<file path="src/hw/desConsts.svh">
// Shared constants for the serial link receiver.
// Word width, FIFO address width, sync pattern and its length.
`ifndef DES_CONSTS_SVH
`define DES_CONSTS_SVH

// --------------------------------------------------
// Parallel side.
// --------------------------------------------------
`define DES_DWID 32        // Bits per data word.
`define DES_AWID 5         // FIFO address bits, depth 32.

// --------------------------------------------------
// Serial framing.
// --------------------------------------------------
// Sync byte goes out MSB first, ahead of the data bits.
`define DES_SYNC 8'hA5     // Sync pattern.
`define DES_SYNC_BITS 8    // Sync length in bits.

// One even-parity bit follows the last data bit.

`endif

</file>
<file path="src/hw/desLinkPkg.sv">
// Serial link types.
// Decoder FSM encoding and the parallel data word.
`default_nettype none

`include "desConsts.svh"

package desLinkPkg;

  // --------------------------------------------------
  // Decoder FSM.
  // --------------------------------------------------
  // Hunt for sync, shift data, then check parity.
  typedef enum logic [1:0] {
    DecHunt   = 2'd0,  // Sliding sync window.
    DecData   = 2'd1,  // Collecting data bits.
    DecParity = 2'd2   // Waiting on the parity bit.
  } decState_t;

  // --------------------------------------------------
  // Parallel payload.
  // --------------------------------------------------
  // One received word, MSB is the first data bit on the wire.
  typedef logic [`DES_DWID-1:0] parWord_t;

endpackage

`default_nettype wire

</file>
<file path="src/hw/desStatusPkg.sv">
// Status types.
// FIFO occupancy and the parity error counter.
`default_nettype none

`include "desConsts.svh"

package desStatusPkg;

  // --------------------------------------------------
  // FIFO status.
  // --------------------------------------------------
  // One bit wider than the address so a full FIFO reads 2**AWID.
  typedef logic [`DES_AWID:0] fifoLevel_t;

  // --------------------------------------------------
  // Link errors.
  // --------------------------------------------------
  typedef logic [7:0] errCount_t;  // Saturates at 255.

endpackage

`default_nettype wire

</file>
<file path="src/hw/desDecoder.sv">
// Frame decoder.
// Sync hunt over a sliding window, serial to parallel shift,
// even parity check and a saturating parity error counter.
`timescale 1ns/1ps
`default_nettype none

`include "desConsts.svh"

module desDecoder
  (
    input  wire                      ParOutClk,
    input  wire                      Reset,
    input  wire                      SerIn,          // Sampled serial bit.
    input  wire                      SerValid,       // Qualifies SerIn.
    output desLinkPkg::parWord_t     DecWord,        // Checked word.
    output logic                     DecValid,       // One-cycle write strobe.
    output desStatusPkg::errCount_t  ParityErrCount  // Bad words seen.
  );

  localparam int CntWid = $clog2(`DES_DWID);  // Data bit counter width.

  // --------------------------------------------------
  // State and datapath registers.
  // --------------------------------------------------
  desLinkPkg::decState_t        state;
  logic [`DES_SYNC_BITS-1:0]    syncWin;   // Last valid bits seen in hunt.
  logic [`DES_SYNC_BITS-1:0]    syncNext;  // Window with the current bit.
  logic [CntWid-1:0]            bitCnt;    // Data bits taken so far.
  logic                         parAcc;    // XOR of the data bits.
  logic                         parityOk;  // Data plus parity bit is even.
  logic                         lastData;  // Final data bit this cycle.
  desLinkPkg::parWord_t         dataSr;    // Data shift register.

  assign syncNext = {syncWin[`DES_SYNC_BITS-2:0], SerIn};
  assign parityOk = ~(parAcc ^ SerIn);
  assign lastData = (bitCnt == CntWid'(`DES_DWID - 1));

  // --------------------------------------------------
  // Control FSM.
  // --------------------------------------------------
  always_ff @(posedge ParOutClk or posedge Reset)
  begin
    if (Reset)
    begin
      state          <= desLinkPkg::DecHunt;
      syncWin        <= '0;
      bitCnt         <= '0;
      parAcc         <= 1'b0;
      DecValid       <= 1'b0;
      ParityErrCount <= '0;
    end
    else
    begin
      DecValid <= 1'b0;  // Strobe lasts one cycle.
      if (SerValid)
      begin
        case (state)
          desLinkPkg::DecHunt:
          begin
            if (syncNext == `DES_SYNC)
            begin
              state   <= desLinkPkg::DecData;
              syncWin <= '0;       // Fresh window after the frame.
              bitCnt  <= '0;
              parAcc  <= 1'b0;
            end
            else
            begin
              syncWin <= syncNext; // Keep sliding.
            end
          end
          desLinkPkg::DecData:
          begin
            parAcc <= parAcc ^ SerIn;
            bitCnt <= bitCnt + 1'b1;
            if (lastData)
            begin
              state <= desLinkPkg::DecParity;
            end
          end
          desLinkPkg::DecParity:
          begin
            if (parityOk)
            begin
              DecValid <= 1'b1;    // Word goes to the FIFO.
            end
            else if (ParityErrCount != 8'hFF)
            begin
              ParityErrCount <= ParityErrCount + 1'b1;
            end
            state <= desLinkPkg::DecHunt;  // Back to hunt either way.
          end
          default:
          begin
            state <= desLinkPkg::DecHunt;  // Unused encoding.
          end
        endcase
      end
    end
  end

  // --------------------------------------------------
  // Payload.
  // --------------------------------------------------
  // Data bits arrive MSB first, so shift in at the bottom.
  always_ff @(posedge ParOutClk)
  begin
    if (SerValid && (state == desLinkPkg::DecData))
    begin
      dataSr <= {dataSr[`DES_DWID-2:0], SerIn};
    end
  end

  // Captured together with the DecValid strobe.
  always_ff @(posedge ParOutClk)
  begin
    if (SerValid && (state == desLinkPkg::DecParity) && parityOk)
    begin
      DecWord <= dataSr;
    end
  end

endmodule

`default_nettype wire

</file>
<file path="src/hw/parFifo.sv">
// Synchronous FIFO.
// Circular memory, wrap-bit pointers, full and empty flags
// and an occupancy count. Head word shows without a read.
`timescale 1ns/1ps
`default_nettype none

`include "desConsts.svh"

module parFifo
  #(
    parameter int AWid = `DES_AWID,  // Address bits.
    parameter int DWid = `DES_DWID   // Stored word width.
  )
  (
    input  wire                       ParOutClk,
    input  wire                       Reset,
    input  wire desLinkPkg::parWord_t Din,    // Write data.
    input  wire                       Write,  // Push strobe.
    input  wire                       Read,   // Pop strobe.
    output desLinkPkg::parWord_t      Dout,   // Head word.
    output logic                      Full,
    output logic                      Empty,
    output desStatusPkg::fifoLevel_t  Level   // Words held.
  );

  localparam int Depth = 1 << AWid;

  // --------------------------------------------------
  // Storage and pointers.
  // --------------------------------------------------
  logic [DWid-1:0] mem [Depth];  // Word storage.
  logic [AWid:0]   wrPtr;        // MSB is the wrap bit.
  logic [AWid:0]   rdPtr;
  logic            doWrite;      // Accepted push.
  logic            doRead;       // Accepted pop.

  assign doWrite = Write && !Full;   // Push into a full FIFO is lost.
  assign doRead  = Read && !Empty;   // Pop from empty does nothing.

  // --------------------------------------------------
  // Flags and level.
  // --------------------------------------------------
  // Same address with different wrap bits means full.
  assign Empty = (wrPtr == rdPtr);
  assign Full  = (wrPtr[AWid] != rdPtr[AWid]) &&
                 (wrPtr[AWid-1:0] == rdPtr[AWid-1:0]);
  // Pointer distance, so push plus pop leaves it alone.
  assign Level = desStatusPkg::fifoLevel_t'(wrPtr - rdPtr);

  assign Dout = desLinkPkg::parWord_t'(mem[rdPtr[AWid-1:0]]);

  // --------------------------------------------------
  // Pointer update.
  // --------------------------------------------------
  always_ff @(posedge ParOutClk or posedge Reset)
  begin
    if (Reset)
    begin
      wrPtr <= '0;
      rdPtr <= '0;
    end
    else
    begin
      if (doWrite)
      begin
        wrPtr <= wrPtr + 1'b1;
      end
      if (doRead)
      begin
        rdPtr <= rdPtr + 1'b1;
      end
    end
  end

  // Memory write.
  always_ff @(posedge ParOutClk)
  begin
    if (doWrite)
    begin
      mem[wrPtr[AWid-1:0]] <= DWid'(Din);
    end
  end

endmodule

`default_nettype wire

</file>
<file path="src/hw/deserializer.sv">
// Receiver top level.
// Frame decoder feeding the word FIFO, plus the registered
// output buffer driven by the read command.
`timescale 1ns/1ps
`default_nettype none

module deserializer
  (
    input  wire                      ParOutClk,       // Single clock.
    input  wire                      Reset,
    input  wire                      SerialIn,        // Sampled link bit.
    input  wire                      SerValid,        // Bit qualifier.
    input  wire                      FIFOReadCmd,     // Read request.
    output desLinkPkg::parWord_t     ParOut,          // Delivered word.
    output logic                     ParValid,        // One-cycle valid.
    output logic                     FIFOEmpty,
    output logic                     FIFOFull,
    output desStatusPkg::fifoLevel_t FIFOLevel,
    output desStatusPkg::errCount_t  ParityErrCount
  );

  // --------------------------------------------------
  // Internal nets.
  // --------------------------------------------------
  desLinkPkg::parWord_t DecWord;   // Decoder to FIFO.
  logic                 DecValid;  // FIFO write strobe.
  desLinkPkg::parWord_t FifoHead;  // Current FIFO head.
  logic                 fifoPop;   // Accepted read.

  // Only a read against a non-empty FIFO counts.
  assign fifoPop = FIFOReadCmd && !FIFOEmpty;

  // --------------------------------------------------
  // Frame decoder.
  // --------------------------------------------------
  // Never stalled, a full FIFO just drops the word.
  desDecoder decoder0
    (
      .ParOutClk      (ParOutClk),
      .Reset          (Reset),
      .SerIn          (SerialIn),
      .SerValid       (SerValid),
      .DecWord        (DecWord),
      .DecValid       (DecValid),
      .ParityErrCount (ParityErrCount)
    );

  // --------------------------------------------------
  // Word FIFO.
  // --------------------------------------------------
  parFifo fifo0
    (
      .ParOutClk (ParOutClk),
      .Reset     (Reset),
      .Din       (DecWord),
      .Write     (DecValid),
      .Read      (fifoPop),
      .Dout      (FifoHead),
      .Full      (FIFOFull),
      .Empty     (FIFOEmpty),
      .Level     (FIFOLevel)
    );

  // --------------------------------------------------
  // Output buffer.
  // --------------------------------------------------
  // Head word is captured on the same edge that pops it.
  // ParOut stays zero whenever ParValid is low.
  always_ff @(posedge ParOutClk or posedge Reset)
  begin
    if (Reset)
    begin
      ParOut   <= '0;
      ParValid <= 1'b0;
    end
    else
    begin
      ParValid <= fifoPop;
      if (fifoPop)
      begin
        ParOut <= FifoHead;  // Word leaves the FIFO.
      end
      else
      begin
        ParOut <= '0;        // Idle or empty read.
      end
    end
  end

endmodule

`default_nettype wire

</file>
<file path="config.mk">
export PLATFORM = sky130hd
export DESIGN_NAME = deserializer
export DESIGN_NICKNAME = d
export VERILOG_FILES = /design/src/hw/desLinkPkg.sv /design/src/hw/desStatusPkg.sv /design/src/hw/desDecoder.sv /design/src/hw/parFifo.sv /design/src/hw/deserializer.sv
export VERILOG_INCLUDE_DIRS = /design/src /design/src/hw
export SDC_FILE = /design/constraint.sdc
export NUM_CORES = 1
export LEC_CHECK = 0
export BUFFER_PORTS_ARGS = -buffer_cell sky130_fd_sc_hd__buf_2
export CAP_MARGIN = 10
export CORE_ASPECT_RATIO = 0.9
export CORE_UTILIZATION = 25
export CTS_BUF_LIST = sky130_fd_sc_hd__clkbuf_8 sky130_fd_sc_hd__clkbuf_16
export DETAILED_ROUTE_END_ITERATION = 16
export GPL_ROUTABILITY_DRIVEN = 0
export HOLD_SLACK_MARGIN = 0.15
export PLACE_DENSITY_LB_ADDON = 0.08
export SYNTH_ARGS = -nofsm -noshare
export SYNTH_HDL_FRONTEND = slang
export SYNTH_SLANG_ARGS = --single-unit
export TNS_END_PERCENT = 100
</file>
<file path="constraint.sdc">
create_clock -name ParOutClk -period 7.35 [get_ports ParOutClk]
set_input_delay 0.3675 -clock ParOutClk [delete_from_list [all_inputs] [get_ports ParOutClk]]
set_output_delay 0.3675 -clock ParOutClk [all_outputs]
set_load 0.02 [all_outputs]
</file>
Word-level counts from Yosys, hierarchy flattened
Memories as Yosys holds them, arrays and structs flattened.
Index checks and enable logic that the tools add are counted.
{"block": "totals", "reg_bits": 133, "memories": 1, "ramBits": 1024}
{"memory": "fifo0.mem", "depth": 32, "width": 32, "read_ports": 1, "rd_ports_with_merged_regs": 0, "wr": 1, "line": "parFifo.sv:31", "text": "logic [DWid-1:0] mem [Depth];"}
{"block": "classes", "n_eq_ne": 10, "addsub": 5, "mux": 14, "bitwise_logic": 2, "reduce_logical": 15}
{"cell": "$mux W32", "n": 1}
{"cell": "$add A6 B1 Y6 const B", "n": 2}
{"cell": "$pmux W5 S2", "n": 1}
{"cell": "$add A8 B1 Y8 const B", "n": 1}
{"cell": "$eq A8 B8 Y1 const B", "n": 1}
{"cell": "$ne A8 B8 Y1 const B", "n": 1}
{"cell": "$logic_and A1 B1 Y1", "n": 7}
{"cell": "$mux W7", "n": 1}
{"cell": "$eq A6 B6 Y1", "n": 1}
{"cell": "$mux W1", "n": 6}
{"cell": "$reduce_and A3 Y1", "n": 2}
{"cell": "$sub A6 B6 Y6", "n": 1}
{"cell": "$add A5 B1 Y5 const B", "n": 1}
{"cell": "$eq A5 B5 Y1", "n": 1}
{"cell": "$eq A5 B5 Y1 const B", "n": 1}
{"cell": "$mux W5", "n": 1}
{"cell": "$mux W2", "n": 2}
{"cell": "$ne A2 B1 Y1 const B", "n": 2}
{"cell": "$pmux W2 S2", "n": 1}
{"cell": "$reduce_and A4 Y1", "n": 1}
{"cell": "$eq A2 B1 Y1 const B", "n": 1}
{"cell": "$eq A2 B2 Y1 const B", "n": 1}
{"cell": "$logic_not A1 Y1", "n": 2}
{"cell": "$logic_not A2 Y1", "n": 1}
{"cell": "6 further kinds", "n": 6}

Depth between registers and ports, before layout
{"block": "depth", "ltp_word": 6, "depth_mapped": 11, "ltp_nobuf": 8}

Modules after synthesis
From an unflattened synthesis, not the netlist that was laid out.
{"block": "hier_totals", "hier_cells": 2042, "area_unflattened_um2": 43927.1}
{"mod": "parFifo", "seq_area_each_um2": 31049.8, "area_each_um2": 39665.5, "cells_per_inst": 1802, "instances": 1}
{"mod": "desDecoder", "seq_area_each_um2": 2522.4, "area_each_um2": 3093.0, "cells_per_inst": 167, "instances": 1}
{"mod": "deserializer", "seq_area_each_um2": 825.8, "area_each_um2": 1168.6, "cells_per_inst": 73, "instances": 1}

Least setup slack after synthesis
Ideal clock, no wire load.
{"block": "synth_timing", "kind": "reg-to-reg", "startpoint": "reg fifo0.rdPtr[2]", "endpoint": "mem fifo0.mem[23][0] in the netlist's numbering (enable)", "period_less_slack_ps": 3920, "arrival_time_ps": 3499, "path_buffers": 3, "setup_time_ps": 421, "setup_slack_ps": 3430, "path_stages_with_launch": 10, "path_cell_list": "dfrtp_1 buf_4 buf_2 buf_2 inv_1 ha_1 and4_1 a31oi_2 nand2_1 nor2_1"}
{"block": "synth_between", "elab_chain_cells": 6}
{"item": "start, declared", "line": "parFifo.sv:33", "text": "logic [AWid:0] rdPtr;"}
{"item": "start signal, assigned", "line": "parFifo.sv:70", "text": "rdPtr <= rdPtr + 1'b1;"}
{"item": "$eq A5 B5 Y1", "line": "parFifo.sv:46", "text": "(wrPtr[AWid-1:0] == rdPtr[AWid-1:0]);"}
{"item": "$logic_and A1 B1 Y1", "line": "parFifo.sv:45", "text": "assign Full = (wrPtr[AWid] != rdPtr[AWid]) &&"}
{"item": "$logic_not A1 Y1", "line": "parFifo.sv:37", "text": "assign doWrite = Write && !Full;"}
{"item": "$logic_and A1 B1 Y1", "line": "parFifo.sv:37"}
{"item": "$mux W1", "line": "parFifo.sv:78", "text": "if (doWrite)"}
{"item": "$mux W1 (implied by the code)", "line": "parFifo.sv:80", "text": "mem[wrPtr[AWid-1:0]] <= DWid'(Din);"}
{"item": "end, declared", "line": "parFifo.sv:31"}
Every way passes these cells.

Worst setup path after layout
{"block": "layout_timing", "startpoint": "reg fifo0.rdPtr[3]", "endpoint": "mem fifo0.mem[2][25] in the netlist's numbering (enable)"}
The elaborated chain is that of the path after synthesis.

==> results_dict.tcl <==
set metrics [dict create \
    grt_pass1_wl_mm 191 \
    crit_required_ns 7.81 \
    tightest_slew_ns 1.28 \
    clkPwrFrac 0.341 \
    nNetsFinal 2384 \
    hold_viol_final 0 \
    finalMaxSlewViolations 0 \
    leakage_nw 17.3 \
    power_frac_seq 0.401 \
    outcome "finished, final reports clean" \
    die_h_um 400 \
    clkTransAtPathRegs_ns 0.07 \
    drcViolationCount 0 \
    viasPerCell 4.61 \
    avgSynthCellArea_um2 19.9 \
    cts_resized 0 \
    drv_cap 0 \
    area_delta_synth_final_pct 18.1 \
    dr.max_layer_used "met5" \
    grt_max_degree 89 \
    clock_sinks 1157 \
    grt_use_total 0.157 \
    synth_area_mm2 0.0439 \
    switching_share 0.325 \
    arrival_ns 4.76 \
    dr_wl_met3_mm 7.56 \
    max-vdd-ir-drop_v 0.000214 \
    tns_ns 0 \
    register_area_mm2 0.0344 \
    post-synth-top-area-fraction 0.744 \
    dieArea_mm2 0.177 \
    post-route-min-period_ns 4.30 \
    wl_per_cell_um 29.3 \
    vias 21932 \
    crit_path_top_delay_cell "nor2_4" \
    num_rows 145 \
    drt-pass1-iter-count 5 \
    min_path_type "in -> async" \
    path_class "reg -> reg" \
    cts_setup_buffers 0 \
    drtAntennaViolNets 0 \
    numCtsBuffers 132 \
    setup.worst_path.start_class "register" \
    drt-initial-drc-count 2087 \
    cts_tree "done" \
    fp.coreArea_mm2 0.174 \
    antenna_found_initial 26 \
    yosys-top-cells-area "edfxtp_1 74%, mux4_2 6.6%, mux2i_1 5.9%" \
    boundaryPins 54 \
    placed_cells 4504 \
    multiInputGateArea_mm2 0.00914 \
    synth-seq-area-share 0.784 \
    end_kind "register" \
    io_buffers 53 \
    synth_edf_count 1088 \
    n_fill_cell 16954 \
    drive_above_1_share 0.211 \
    routed_wl_mm 139 \
    dp_hpwl_mm 86.0 \
    grt_pass1_vias 22604 \
    dieWidth_um 444 \
    rsz0062_at_grt "false" \
    yosys-top-cells-count "1,088 x edfxtp_1, 257 x mux2i_1, 128 x mux4_2" \
    period_share 0.585 \
    root_buffer "clkbuf_16" \
    ys.flop_type "edfxtp_1" \
    final_cell_count_no_fill 4757 \
    clk_latency_ns 0.77 \
    critical-path-max-stage-delay_ns 1.10 \
    max_freq_mhz 233 \
    wl_met1_mm 66.5 \
    htreeDepth 4 \
    critPathMostFrequentCell "buf_4" \
    ys_ff_latch 1157 \
    grt_overflow 0 \
    p_sw_w 0.00611 \
    dr_wl_met2_mm 61.9 \
    combPwrFrac 0.258 \
    p_per_area_mw_per_mm2 363 \
    clk_path_buf_depth 3 \
    synth.most_common_cell "edfxtp_1" \
    synth.largest_area_cell "edfxtp_1" \
    skew_ns 0.0311 \
    cp_cell_sequence "inv_2, buf_4, ha_1, and4_1, a31oi_2, nand2_1, nor2_4, buf_4" \
    initial_core_util 0.252 \
    setup-violations-final 0 \
    synth_warnings 0 \
    syn_inst 2203 \
    crit_fanout 35 \
    relSlewSlack 0.145 \
    syn_nets 2222 \
    ys_types 49 \
    async_flop_share 0.0596 \
    p_int_w 0.0127 \
]
-- path summary, 6_finish.rpt --
path	slack, ns	cells after the start	to	startpoint
min in group ParOutClk	0.41	3	decoder0.state[1]	SerValid
min	0.22	3	decoder0.ParityErrCount[0]	Reset
min reg2reg	0.42	0	decoder0.DecWord[31]	decoder0.dataSr[31]
max reg2reg	3.05	8	fifo0.mem[2][25]	fifo0.rdPtr[3]
max in group asynchronous	5.64	4	fifo0.rdPtr[2]	Reset
max	3.05	8	fifo0.mem[2][25]	fifo0.rdPtr[3]
-- sequential cells by signal, summed over array words and instances, names as in the netlist --
register and flops:
ParValid 1, decoder0.dataSr 32, fifo0.wrPtr 6, decoder0.bitCnt 5, ParOut 32, decoder0.ParityErrCount 8
decoder0.parAcc 1, fifo0.mem 1024, decoder0.state 2, decoder0.DecValid 1, decoder0.DecWord 32, fifo0.rdPtr 6
decoder0.syncWin 7
-- cell families after synthesis --
group | share of synthesized area
flip-flops | 0.784
multiplexers | 0.126
AO/OA/AOI/OAI | 0.0438
AND/OR/NAND/NOR | 0.0234
buffers and inverters | 0.0148
XOR/XNOR | 0.00439
adder cells (fa/ha/maj) | 0.00416
-- worst max-delay path: cells and delay by family (launching register included) --
family,cells,cell delay [ns]
compound gates,1,0.38
fa+ha+maj,1,0.37
simple gates,3,1.95
flops,1,0.41
buf+inv,3,0.86
-- power by group through the flow --
stage | sequential (W) | clock (W) | combinational, W
floorplan | 0.00751 | 0 | 0.00303
global placement | 0.00771 | 0 | 0.00501
detailed placement | 0.00770 | 0 | 0.00498
CTS | 0.00757 | 0.00661 | 0.00499
global route | 0.00758 | 0.00684 | 0.00517
finish | 0.00755 | 0.00642 | 0.00486
-- layout make-up --
| type | instances | share of cell area |
|---|---|---|
| Antenna cell | 10 | 0.000483 |
| Clock buffer | 149 | 0.0698 |
| Clock inverter | 89 | 0.0111 |
| Inverter | 15 | 0.00113 |
| Multi-Input combinational cell | 911 | 0.176 |
| Sequential cell | 1157 | 0.664 |
| Tap cell | 2278 | 0.0550 |
| Timing Repair Buffer | 148 | 0.0221 |
-- cells in the final DEF (no fill, tap or decap), types with 32 or more instances in the layout --
master     Yosys  routed
a221oi_1      60      60
nor3_1        35      35
a21oi_1       34      34
o22ai_1       32      32
edfxtp_1    1088    1088
mux2i_1      257     257
inv_1         13      40
buf_4         15      80
a211o_1       32      32
nand2_1      117     116
buf_2         32      53
a22oi_1       32      32
dfrtp_1       69      64
nor2_4         0      34
mux4_2       128     128
o221ai_1      32      32
clkbuf_16      0     139
-- timing repair --
item	4_1_cts	5_1_grt
endpoints found under the hold margin	38	0
hold buffers	3	0
setup endpoints to repair	0	0
-- stage by stage --
stage	setup WS (ns)	utilization	total power, W	hold slack [ns]	instance area [µm²]
floorplan	3.43	-	0.0105	0.400	43900
global placement	2.98	0.272	0.0127	0.420	47400
detailed placement	2.93	0.273	0.0127	0.408	47500
CTS	2.94	0.297	0.0192	0.199	51800
global route	2.79	0.298	0.0196	0.250	51800
finish	3.05	0.298	0.0188	0.223	51800
-- routing by layer --
metal  track usage  vias up
met5             0        -
met4        0.0452        6
met3        0.0316      185
met2         0.238      575
met1         0.227    11771
li1              -     9395
(Power assumes the default switching activity.)
